--- src/verilog/alu_pkg.sv ---
`default_nettype none

package alu_pkg;

    // operation select for the 32-bit ALU.
    typedef enum logic [2:0] {
        ALU_OP_ADD,
        ALU_OP_SUB,
        ALU_OP_AND,
        ALU_OP_OR,
        ALU_OP_SLT
    } alu_op_e;

    // bit positions inside the 4-bit flag vector.
    localparam int alu_flag_zero  = 0;
    localparam int alu_flag_neg   = 1;
    localparam int alu_flag_carry = 2;
    localparam int alu_flag_ovf   = 3;

endpackage

`default_nettype wire

--- src/verilog/rv_pkg.sv ---
`default_nettype none

package rv_pkg;

    localparam int xlen = 32;
    localparam logic [xlen-1:0] reset_pc = '0;

    // supported major opcodes.
    typedef enum logic [6:0] {
        OP_I_TYPE_L   = 7'b0000011,
        OP_I_TYPE_ALU = 7'b0010011,
        OP_S_TYPE     = 7'b0100011,
        OP_R_TYPE     = 7'b0110011,
        OP_B_TYPE     = 7'b1100011
    } op_e;

    localparam logic [2:0] funct3_add = 3'b000; // add, sub, addi.
    localparam logic [2:0] funct3_slt = 3'b010;
    localparam logic [2:0] funct3_or  = 3'b110;
    localparam logic [2:0] funct3_and = 3'b111;
    localparam logic [6:0] funct7_alt = 7'b0100000; // selects sub.

    // operand select; a and b each use their own three codes.
    typedef logic [1:0] alu_src_e;

    localparam alu_src_e ALU_SRC_PC      = 2'd0;
    localparam alu_src_e ALU_SRC_OLD_PC  = 2'd1;
    localparam alu_src_e ALU_SRC_REG_1   = 2'd2;

    localparam alu_src_e ALU_SRC_REG_2   = 2'd0;
    localparam alu_src_e ALU_SRC_EXT_IMM = 2'd1;
    localparam alu_src_e ALU_SRC_4       = 2'd2;

    typedef enum logic [1:0] {
        RES_SRC_ALU_OUT,
        RES_SRC_MEM,
        RES_SRC_ALU_RESULT
    } res_src_e;

    typedef enum logic [1:0] {
        IMM_SRC_NONE,
        IMM_SRC_ITYPE,
        IMM_SRC_STYPE,
        IMM_SRC_BTYPE
    } imm_src_e;

    typedef enum logic [3:0] {
        FETCH,
        DECODE,
        MEM_ADDR,
        MEM_READ,
        MEM_WRITE,
        RF_WRITE,
        EXECUTE_R,
        EXECUTE_I,
        ALU_WB,
        BRANCH
    } rv_mcyc_st_e;

endpackage

`default_nettype wire

--- src/verilog/alu.sv ---
`default_nettype none

module alu (
    input  wire [rv_pkg::xlen-1:0]  a,
    input  wire [rv_pkg::xlen-1:0]  b,
    input  wire alu_pkg::alu_op_e   op,
    output logic [rv_pkg::xlen-1:0] result,
    output logic [3:0]              flags
);
    import rv_pkg::*;
    import alu_pkg::*;

    logic            is_sub;
    logic            is_arith;
    logic [xlen-1:0] b_in;
    logic [xlen:0]   sum;
    logic            ovf;
    logic            lt;

    assign is_sub   = (op == ALU_OP_SUB) || (op == ALU_OP_SLT);
    assign is_arith = (op == ALU_OP_ADD) || (op == ALU_OP_SUB);
    assign b_in     = is_sub ? ~b : b;
    assign sum      = {1'b0, a} + {1'b0, b_in} + {{xlen{1'b0}}, is_sub};

    // signed overflow when operands agree in sign and the sum does not.
    assign ovf = (a[xlen-1] == b_in[xlen-1]) && (sum[xlen-1] != a[xlen-1]);
    assign lt  = sum[xlen-1] ^ ovf;

    always_comb begin
        case (op)
            ALU_OP_AND: result = a & b;
            ALU_OP_OR:  result = a | b;
            ALU_OP_SLT: result = {{(xlen-1){1'b0}}, lt};
            default:    result = sum[xlen-1:0];
        endcase
    end

    always_comb begin
        flags                 = '0;
        flags[alu_flag_zero]  = (result == '0);
        flags[alu_flag_neg]   = result[xlen-1];
        flags[alu_flag_carry] = is_arith & sum[xlen];
        flags[alu_flag_ovf]   = is_arith & ovf;
    end

endmodule

`default_nettype wire

--- src/verilog/imm_extend.sv ---
`default_nettype none

module imm_extend (
    input  wire [31:0]                  instr,
    input  wire rv_pkg::imm_src_e       imm_src,
    output logic [rv_pkg::xlen-1:0]     imm_ext
);
    import rv_pkg::*;

    always_comb begin
        case (imm_src)
            IMM_SRC_ITYPE: begin
                imm_ext = {{(xlen-12){instr[31]}}, instr[31:20]};
            end
            IMM_SRC_STYPE: begin
                imm_ext = {{(xlen-12){instr[31]}}, instr[31:25], instr[11:7]};
            end
            IMM_SRC_BTYPE: begin
                // offset in halfwords, bit 0 always zero.
                imm_ext = {{(xlen-12){instr[31]}}, instr[7], instr[30:25],
                           instr[11:8], 1'b0};
            end
            default: imm_ext = '0;
        endcase
    end

endmodule

`default_nettype wire

--- src/verilog/reg_file.sv ---
`default_nettype none

module reg_file (
    input  wire                     clk,
    input  wire [4:0]               a1,
    input  wire [4:0]               a2,
    input  wire [4:0]               a3,
    input  wire [rv_pkg::xlen-1:0]  wd3,
    input  wire                     we3,
    output wire [rv_pkg::xlen-1:0]  rd1,
    output wire [rv_pkg::xlen-1:0]  rd2
);
    import rv_pkg::*;

    logic [xlen-1:0] regs [32];

    // x0 never stored.
    always_ff @(posedge clk) begin
        if (we3 && a3 != 5'd0) begin
            regs[a3] <= wd3;
        end
    end

    assign rd1 = (a1 == 5'd0) ? '0 : regs[a1];
    assign rd2 = (a2 == 5'd0) ? '0 : regs[a2];

endmodule

`default_nettype wire

--- src/verilog/controller_multicycle.sv ---
`default_nettype none

module controller_multicycle (
    input  wire [31:0]          instr,
    input  wire [3:0]           alu_flags,
    input  wire                 clk,
    input  wire                 rst,
    output logic                rf_we,
    output logic                m_we,
    output logic                pc_we,
    output logic                en_ir,
    output logic                en_npc_r,
    output logic                m_addr_src,
    output rv_pkg::alu_src_e    alu_src_a,
    output rv_pkg::alu_src_e    alu_src_b,
    output rv_pkg::res_src_e    res_src,
    output rv_pkg::imm_src_e    imm_src,
    output alu_pkg::alu_op_e    alu_ctrl
);
    import rv_pkg::*;
    import alu_pkg::*;

    op_e         op;
    logic [2:0]  funct3;
    logic [6:0]  funct7;
    rv_mcyc_st_e state;
    alu_op_e     alu_dec;

    assign op     = op_e'(instr[6:0]);
    assign funct3 = instr[14:12];
    assign funct7 = instr[31:25];

    always_ff @(posedge clk or posedge rst) begin
        if (rst) begin
            state <= FETCH;
        end else begin
            case (state)
                FETCH:     state <= DECODE;
                DECODE: begin
                    case (op)
                        OP_I_TYPE_L, OP_S_TYPE: state <= MEM_ADDR;
                        OP_R_TYPE:              state <= EXECUTE_R;
                        OP_I_TYPE_ALU:          state <= EXECUTE_I;
                        OP_B_TYPE:              state <= BRANCH;
                        default:                state <= FETCH; // unsupported, skip.
                    endcase
                end
                MEM_ADDR:  state <= (op == OP_I_TYPE_L) ? MEM_READ : MEM_WRITE;
                MEM_READ:  state <= RF_WRITE;
                EXECUTE_R: state <= ALU_WB;
                EXECUTE_I: state <= ALU_WB;
                default:   state <= FETCH;
            endcase
        end
    end

    // funct decode, only sub needs funct7 and only for R-type.
    always_comb begin
        case (funct3)
            funct3_add: alu_dec = (op == OP_R_TYPE && funct7 == funct7_alt) ? ALU_OP_SUB
                                                                           : ALU_OP_ADD;
            funct3_slt: alu_dec = ALU_OP_SLT;
            funct3_or:  alu_dec = ALU_OP_OR;
            funct3_and: alu_dec = ALU_OP_AND;
            default:    alu_dec = ALU_OP_ADD;
        endcase
    end

    always_comb begin
        rf_we      = 1'b0;
        m_we       = 1'b0;
        pc_we      = 1'b0;
        en_ir      = 1'b0;
        en_npc_r   = 1'b0;
        m_addr_src = 1'b0;
        alu_src_a  = ALU_SRC_REG_1;
        alu_src_b  = ALU_SRC_EXT_IMM;
        res_src    = RES_SRC_ALU_OUT;
        imm_src    = IMM_SRC_NONE;
        alu_ctrl   = ALU_OP_ADD;
        case (state)
            FETCH: begin
                alu_src_a = ALU_SRC_PC; // pc + 4 into alu_out.
                alu_src_b = ALU_SRC_4;
                en_ir     = 1'b1;
            end
            DECODE: begin
                alu_src_a = ALU_SRC_OLD_PC; // branch target.
                imm_src   = IMM_SRC_BTYPE;
                en_npc_r  = 1'b1;
                pc_we     = 1'b1;
            end
            MEM_ADDR:  imm_src = (op == OP_I_TYPE_L) ? IMM_SRC_ITYPE : IMM_SRC_STYPE;
            MEM_READ:  m_addr_src = 1'b1;
            MEM_WRITE: begin
                m_addr_src = 1'b1;
                m_we       = 1'b1;
            end
            RF_WRITE: begin
                res_src = RES_SRC_MEM;
                rf_we   = 1'b1;
            end
            EXECUTE_R: begin
                alu_src_b = ALU_SRC_REG_2;
                alu_ctrl  = alu_dec;
            end
            EXECUTE_I: begin
                imm_src  = IMM_SRC_ITYPE;
                alu_ctrl = alu_dec;
            end
            ALU_WB:    rf_we = 1'b1;
            BRANCH: begin
                alu_src_b = ALU_SRC_REG_2;
                alu_ctrl  = ALU_OP_SUB;
                pc_we     = alu_flags[alu_flag_zero]; // taken when rs1 == rs2.
            end
            default: ;
        endcase
    end

endmodule

`default_nettype wire

--- src/verilog/datapath_multicycle.sv ---
`default_nettype none

module datapath_multicycle (
    input  wire                         clk,
    input  wire                         rst,
    input  wire                         rf_we,
    input  wire rv_pkg::alu_src_e       alu_src_a,
    input  wire rv_pkg::alu_src_e       alu_src_b,
    input  wire rv_pkg::res_src_e       res_src,
    input  wire rv_pkg::imm_src_e       imm_src,
    input  wire alu_pkg::alu_op_e       alu_ctrl,
    input  wire                         en_ir,
    input  wire                         en_npc_r,
    input  wire                         m_addr_src,
    input  wire                         pc_we,
    input  wire [rv_pkg::xlen-1:0]      mem_rdata,
    output wire [31:0]                  instr,
    output wire [3:0]                   alu_flags,
    output wire [rv_pkg::xlen-1:0]      mem_addr,
    output wire [rv_pkg::xlen-1:0]      mem_wdata
);
    import rv_pkg::*;

    logic [xlen-1:0] pc;
    logic [xlen-1:0] old_pc;
    logic [31:0]     ir;
    logic [xlen-1:0] data_r;
    logic [xlen-1:0] a_r;
    logic [xlen-1:0] b_r;
    logic [xlen-1:0] alu_out;

    logic [xlen-1:0] rd1;
    logic [xlen-1:0] rd2;
    logic [xlen-1:0] imm_ext;
    logic [xlen-1:0] src_a;
    logic [xlen-1:0] src_b;
    logic [xlen-1:0] alu_result;
    logic [xlen-1:0] result;

    // ir and old_pc capture together, so old_pc holds the fetch address.
    always_ff @(posedge clk or posedge rst) begin
        if (rst) begin
            pc     <= reset_pc;
            old_pc <= reset_pc;
            ir     <= '0;
        end else begin
            if (en_ir) begin
                ir     <= mem_rdata;
                old_pc <= pc;
            end
            if (pc_we) begin
                pc <= en_npc_r ? alu_out : result; // pc + 4 in decode.
            end
        end
    end

    always_ff @(posedge clk) begin
        data_r  <= mem_rdata;
        a_r     <= rd1;
        b_r     <= rd2;
        alu_out <= alu_result;
    end

    reg_file i_reg_file (
        .clk (clk),
        .a1  (ir[19:15]),
        .a2  (ir[24:20]),
        .a3  (ir[11:7]),
        .wd3 (result),
        .we3 (rf_we),
        .rd1 (rd1),
        .rd2 (rd2)
    );

    imm_extend i_imm_extend (
        .instr   (ir),
        .imm_src (imm_src),
        .imm_ext (imm_ext)
    );

    always_comb begin
        case (alu_src_a)
            ALU_SRC_PC:     src_a = pc;
            ALU_SRC_OLD_PC: src_a = old_pc;
            ALU_SRC_REG_1:  src_a = a_r;
            default:        src_a = pc;
        endcase
    end

    always_comb begin
        case (alu_src_b)
            ALU_SRC_REG_2:   src_b = b_r;
            ALU_SRC_EXT_IMM: src_b = imm_ext;
            ALU_SRC_4:       src_b = xlen'(4);
            default:         src_b = b_r;
        endcase
    end

    alu i_alu (
        .a      (src_a),
        .b      (src_b),
        .op     (alu_ctrl),
        .result (alu_result),
        .flags  (alu_flags)
    );

    always_comb begin
        case (res_src)
            RES_SRC_MEM:        result = data_r;
            RES_SRC_ALU_RESULT: result = alu_result;
            default:            result = alu_out;
        endcase
    end

    assign mem_addr  = m_addr_src ? alu_out : pc;
    assign mem_wdata = b_r; // rs2 for sw.
    assign instr     = ir;

endmodule

`default_nettype wire

--- src/verilog/rv_multicycle.sv ---
`default_nettype none

module rv_multicycle (
    input  wire                     clk,
    input  wire                     rst,
    output wire [rv_pkg::xlen-1:0]  mem_addr,
    output wire [rv_pkg::xlen-1:0]  mem_wdata,
    output wire                     mem_we,
    input  wire [rv_pkg::xlen-1:0]  mem_rdata
);
    import rv_pkg::*;
    import alu_pkg::*;

    wire [31:0] instr;
    wire [3:0]  alu_flags;
    wire        rf_we;
    wire        pc_we;
    wire        en_ir;
    wire        en_npc_r;
    wire        m_addr_src;
    alu_src_e   alu_src_a;
    alu_src_e   alu_src_b;
    res_src_e   res_src;
    imm_src_e   imm_src;
    alu_op_e    alu_ctrl;

    controller_multicycle i_controller_multicycle (
        .instr      (instr),
        .alu_flags  (alu_flags),
        .clk        (clk),
        .rst        (rst),
        .rf_we      (rf_we),
        .m_we       (mem_we),
        .pc_we      (pc_we),
        .en_ir      (en_ir),
        .en_npc_r   (en_npc_r),
        .m_addr_src (m_addr_src),
        .alu_src_a  (alu_src_a),
        .alu_src_b  (alu_src_b),
        .res_src    (res_src),
        .imm_src    (imm_src),
        .alu_ctrl   (alu_ctrl)
    );

    datapath_multicycle i_datapath_multicycle (
        .clk        (clk),
        .rst        (rst),
        .rf_we      (rf_we),
        .alu_src_a  (alu_src_a),
        .alu_src_b  (alu_src_b),
        .res_src    (res_src),
        .imm_src    (imm_src),
        .alu_ctrl   (alu_ctrl),
        .en_ir      (en_ir),
        .en_npc_r   (en_npc_r),
        .m_addr_src (m_addr_src),
        .pc_we      (pc_we),
        .mem_rdata  (mem_rdata),
        .instr      (instr),
        .alu_flags  (alu_flags),
        .mem_addr   (mem_addr),
        .mem_wdata  (mem_wdata)
    );

endmodule

`default_nettype wire

--- config.mk ---
export PLATFORM = sky130hd
export DESIGN_NAME = rv_multicycle
export DESIGN_NICKNAME = d
export VERILOG_FILES = /design/src/verilog/alu_pkg.sv /design/src/verilog/rv_pkg.sv /design/src/verilog/alu.sv /design/src/verilog/imm_extend.sv /design/src/verilog/reg_file.sv /design/src/verilog/controller_multicycle.sv /design/src/verilog/datapath_multicycle.sv /design/src/verilog/rv_multicycle.sv
export SDC_FILE = /design/constraint.sdc
export NUM_CORES = 2
export LEC_CHECK = 0
export ABC_CLOCK_PERIOD_IN_PS = 11350
export CAP_MARGIN = 20
export CORE_MARGIN = 1
export CORE_UTILIZATION = 50
export CTS_CLUSTER_SIZE = 30
export DETAILED_ROUTE_END_ITERATION = 10
export DONT_BUFFER_PORTS = 1
export SETUP_SLACK_MARGIN = 0.2
export SLEW_MARGIN = 25
export SYNTH_ARGS = -nofsm -noshare
export SYNTH_HDL_FRONTEND = slang
export SYNTH_SLANG_ARGS = --single-unit
--- constraint.sdc ---
create_clock -name clk -period 11.35 [get_ports clk]
set_clock_uncertainty 0.15 [all_clocks]
set_input_delay 2.27 -clock clk [delete_from_list [all_inputs] [get_ports clk]]
set_output_delay 2.27 -clock clk [all_outputs]
set_load 0.05 [all_outputs]
==> results.py <==
metrics = {
    "clock_network": {
        "cts_tree": "built",
        "insertion_delay_ps": 770,
        "cts.sinks": 1252,
        "cts-resized-gates": 0,
        "post_cts_buffers": 0,
        "cts_buffers": 139,
        "clk_pin_slew_ps": 60,
        "clk_path_buf_depth": 3,
        "holdBufCountCts": 0,
        "h-tree-depth": 4,
        "cts-root-buf": "clkbuf_16",
    },
    "synthesis": {
        "netlist_top_cells_area": "edfxtp_1, mux4_2, dfxtp_1, dfrtp_1, nand2_1",
        "synth-seq-cells": 1252,
        "synth_cells": 3390,
        "ys_seq_area_frac": 0.607,
        "async_flop_share": 0.0799,
        "synth-edff-count": 1024,
        "yosysUniqueCellTypes": 85,
        "avgSynthCellArea_sq_um": 17.4,
        "synth_top_cell_by_area": "edfxtp_1",
        "yosysWarnings": 0,
        "ys.flop_type": "edfxtp_1",
        "syn_area_sq_um": 59000,
        "synth_top_area_frac": 0.521,
    },
    "die": {
        "fp.dieH_um": 346,
        "initial_core_util": 0.506,
        "std_cell_rows": 125,
        "die_w_um": 346,
        "die-area_sq_um": 119000,
        "core_sq_um": 117000,
        "ios": 99,
    },
    "critical_path": {
        "cp.buffers_inverters": 2,
        "r2r_cells": 18,
        "critPathRequiredTime_ps": 11810,
        "cp-start-kind": "register",
        "worstSetupPathDepth": 18,
        "critical_path_class": "reg -> reg",
        "worstPathArrival_ps": 8170,
        "critPathSlowestCell": "dfrtp_1",
        "r2r_start": "i_controller_multicycle.state[3]$_DFF_PP0_",
        "reg2reg_to": "i_datapath_multicycle.pc[0]$_DFFE_PP0P_",
        "critPathMaxStageDelay_ps": 1000,
        "crit_path_end_kind": "register",
        "cp_common_cell": "buf_4",
        "r2r_slack_ps": 3640,
        "path_delay_family": "compound AO/OA/AOI/OAI gates",
        "crit_path_cell_trace": "nor4bb_2 > nor2_1 > a221oi_4 > buf_4 > xnor2_1 > fa_1 > a21o_1 > a221oi_1 > a2bb2oi_1 > nand4_1 > and3_1 > or3_1 > a31o_2 > a2111oi_0 > and4b_1 > and2_1 > buf_4 > o211ai_1",
        "cp_max_fo": 32,
    },
    "hold_path": {
        "whs_endpoint": "i_datapath_multicycle.old_pc[2]$_DFFE_PP0P_",
        "hold_class": "reg -> reg",
        "hold_depth": 2,
        "holdCritStartpoint": "i_datapath_multicycle.old_pc[2]$_DFFE_PP0P_",
    },
    "grt": {
        "grt_pass1_vias": 35200,
        "grt_max_degree": 119,
        "antenna_found_initial": 3,
        "grt_pass1_wl_um": 264000,
        "overflow": 0,
        "grt_usage": 0.313,
    },
    "routing": {
        "drt-total-wl_um": 185000,
        "drcViolationCount": 0,
        "via_count": 35000,
        "first_iter_violations": 4099,
        "dr.pass1.iters": 8,
        "routedWlPerCell_um": 36.7,
        "drtAntennaViolNets": 0,
        "vias_per_cell": 6.96,
    },
    "power_and_ir_drop": {
        "sw_frac_of_total": 0.402,
        "power_density_nw_per_um2": 315,
        "p_comb_frac": 0.444,
        "leakagePower_nw": 21.3,
        "power_frac_seq": 0.341,
        "peakVddDrop_v": 0.000176,
        "internal_power_w": 0.0124,
        "clkPwrFrac": 0.215,
        "power.total_w": 0.0207,
        "p_sw_w": 0.00830,
    },
    "timing": {
        "rsz0062_at_grt": "no",
        "clock.fmax_ghz": 0.130,
        "timing_hold_violations_final": 0,
        "min_period_over_period": 0.679,
        "fin_setup_tns_ps": 0,
        "worst_slew_pin_slew_ps": 1110,
        "setup_viol": 0,
        "slew_headroom": 0.256,
        "whs_ps": 328,
        "period_minus_slack_ps": 7710,
        "maxSlewViolCount": 0,
    },
    "final_layout": {
        "layout_commonest_cell": "edfxtp_1",
        "drive_above_1_share": 0.300,
        "nNetsFinal": 3448,
        "most-common-layout-cells": "edfxtp_1, mux4_2, nand2_1, clkbuf_16, nor2_1",
        "area_growth_pct": 11.0,
    },
    "place": {
        "place_congestion": 0.952,
        "io_buffers": 0,
        "dp_hpwl_um": 112000,
    },
    "run": {
        "cap_viol_max_count": 0,
    },
    "run_status": {
        "status": "complete, no violations",
    },
}
==> cell usage after synthesis, types with 6 or more instances <==
cell       instances
o21ai_0           54
mux2i_1           70
a21o_1            10
or3_1             12
maj3_1             8
a22oi_1           27
buf_1             74
nor4_1             7
nand2_1          322
nand2b_1          10
ha_1              30
nor2_1           161
a31oi_1            7
o21a_1            23
o22ai_1           17
buf_2             17
xnor2_1           40
dfrtp_1          100
dfxtp_1          128
inv_1             19
nand3_1           16
a2bb2oi_1         34
a222oi_1           9
o21bai_1           9
nand4_1           50
o211ai_1          37
mux4_2           640
a21oi_1           58
xor2_1            14
edfxtp_1        1024
nor3_1            15
a221oi_1           6
and3_1             6
mux2_2            64
and2_1             6
clkbuf_1         164
==> worst max path at each step <==
stage | start | end | slack [ps]
after floorplan | i_controller_multicycle.state[1]$_DFF_PP0_ | i_datapath_multicycle.pc[28]$_DFFE_PP0P_ | 5380
after global routing | i_controller_multicycle.state[3]$_DFF_PP0_ | i_datapath_multicycle.pc[21]$_DFFE_PP0P_ | 3290
after global placement | i_controller_multicycle.state[3]$_DFF_PP0_ | i_datapath_multicycle.pc[7]$_DFFE_PP0P_ | 3770
after CTS | i_controller_multicycle.state[3]$_DFF_PP0_ | i_datapath_multicycle.pc[0]$_DFFE_PP0P_ | 3670
after detailed placement | i_controller_multicycle.state[3]$_DFF_PP0_ | i_datapath_multicycle.pc[0]$_DFFE_PP0P_ | 3700
final | i_controller_multicycle.state[3]$_DFF_PP0_ | i_datapath_multicycle.pc[0]$_DFFE_PP0P_ | 3640
==> cells by family (layout without fill, tap and decap cells) <==
group | count (synthesis) | in the layout | synth area share
AOI/OAI and AO/OA | 340 | 340 | 0.0405
xor gates and xnor gates | 54 | 54 | 0.00801
adders and majority gates | 39 | 39 | 0.00805
buffers and inverters | 282 | 357 | 0.0191
DFF | 1252 | 1252 | 0.607
muxes | 774 | 774 | 0.268
other | 1 | 35 | 0.0000635
and+or+nand+nor | 648 | 648 | 0.0496
==> through the flow <==
step / utilization / setup WS [ps] / std cells / instance area [sq um]
6_report: 0.562 / 3640 / 5023 / 65500
5_1_grt: 0.562 / 3290 / 5022 / 65500
4_1_cts: 0.561 / 3670 / 5018 / 65500
3_5_place_dp: 0.523 / 3700 / 4764 / 61000
3_3_place_gp: 0.523 / 3770 / 4764 / 61000
2_1_floorplan: - / 5380 / 3421 / 59200
==> power groups by stage <==
stage	clock network (W)	logic [W]	registers (W)
finish	0.00444	0.00918	0.00704
global route	0.00468	0.00976	0.00709
CTS	0.00450	0.00915	0.00703
detailed placement	0	0.00912	0.00713
global placement	0	0.00903	0.00711
floorplan	0	0.00662	0.00651
==> layer usage <==
layer  global-route usage  vias to the layer above  share of wire
li1                     -                    14000              -
met1                0.431                    18900           0.39
met2                0.509                     1813           0.49
met3               0.0636                      298          0.087
met4               0.0918                        4          0.030
met5                    0                        -        0.00012
==> registers in the layout, indices dropped and copies added, names as in the netlist <==
signal                                 cells
i_datapath_multicycle.pc                  32
i_controller_multicycle.state              4
i_datapath_multicycle.alu_out             32
i_datapath_multicycle.mem_wdata           32
i_datapath_multicycle.i_reg_file.regs   1024
i_datapath_multicycle.a_r                 32
i_datapath_multicycle.old_pc              32
i_datapath_multicycle.data_r              32
i_datapath_multicycle.instr               32
==> worst min-delay path: cells and delay by family, from the launching register on <==
kind             cells  cell delay (ps)
DFF                  1              340
and+or+nand+nor      2              100
==> area by class of cell <==
class,instances,area [sq um]
Sequential cell,1252,35800
Antenna cell,3,7.51
Fill cell,8941,51100
Clock inverter,61,617
Timing Repair Buffer,84,711
Tap cell,1524,1910
Multi-Input combinational cell,1887,22500
Inverter,19,73.8
Clock buffer,193,3830
(Power assumes the default switching activity.)
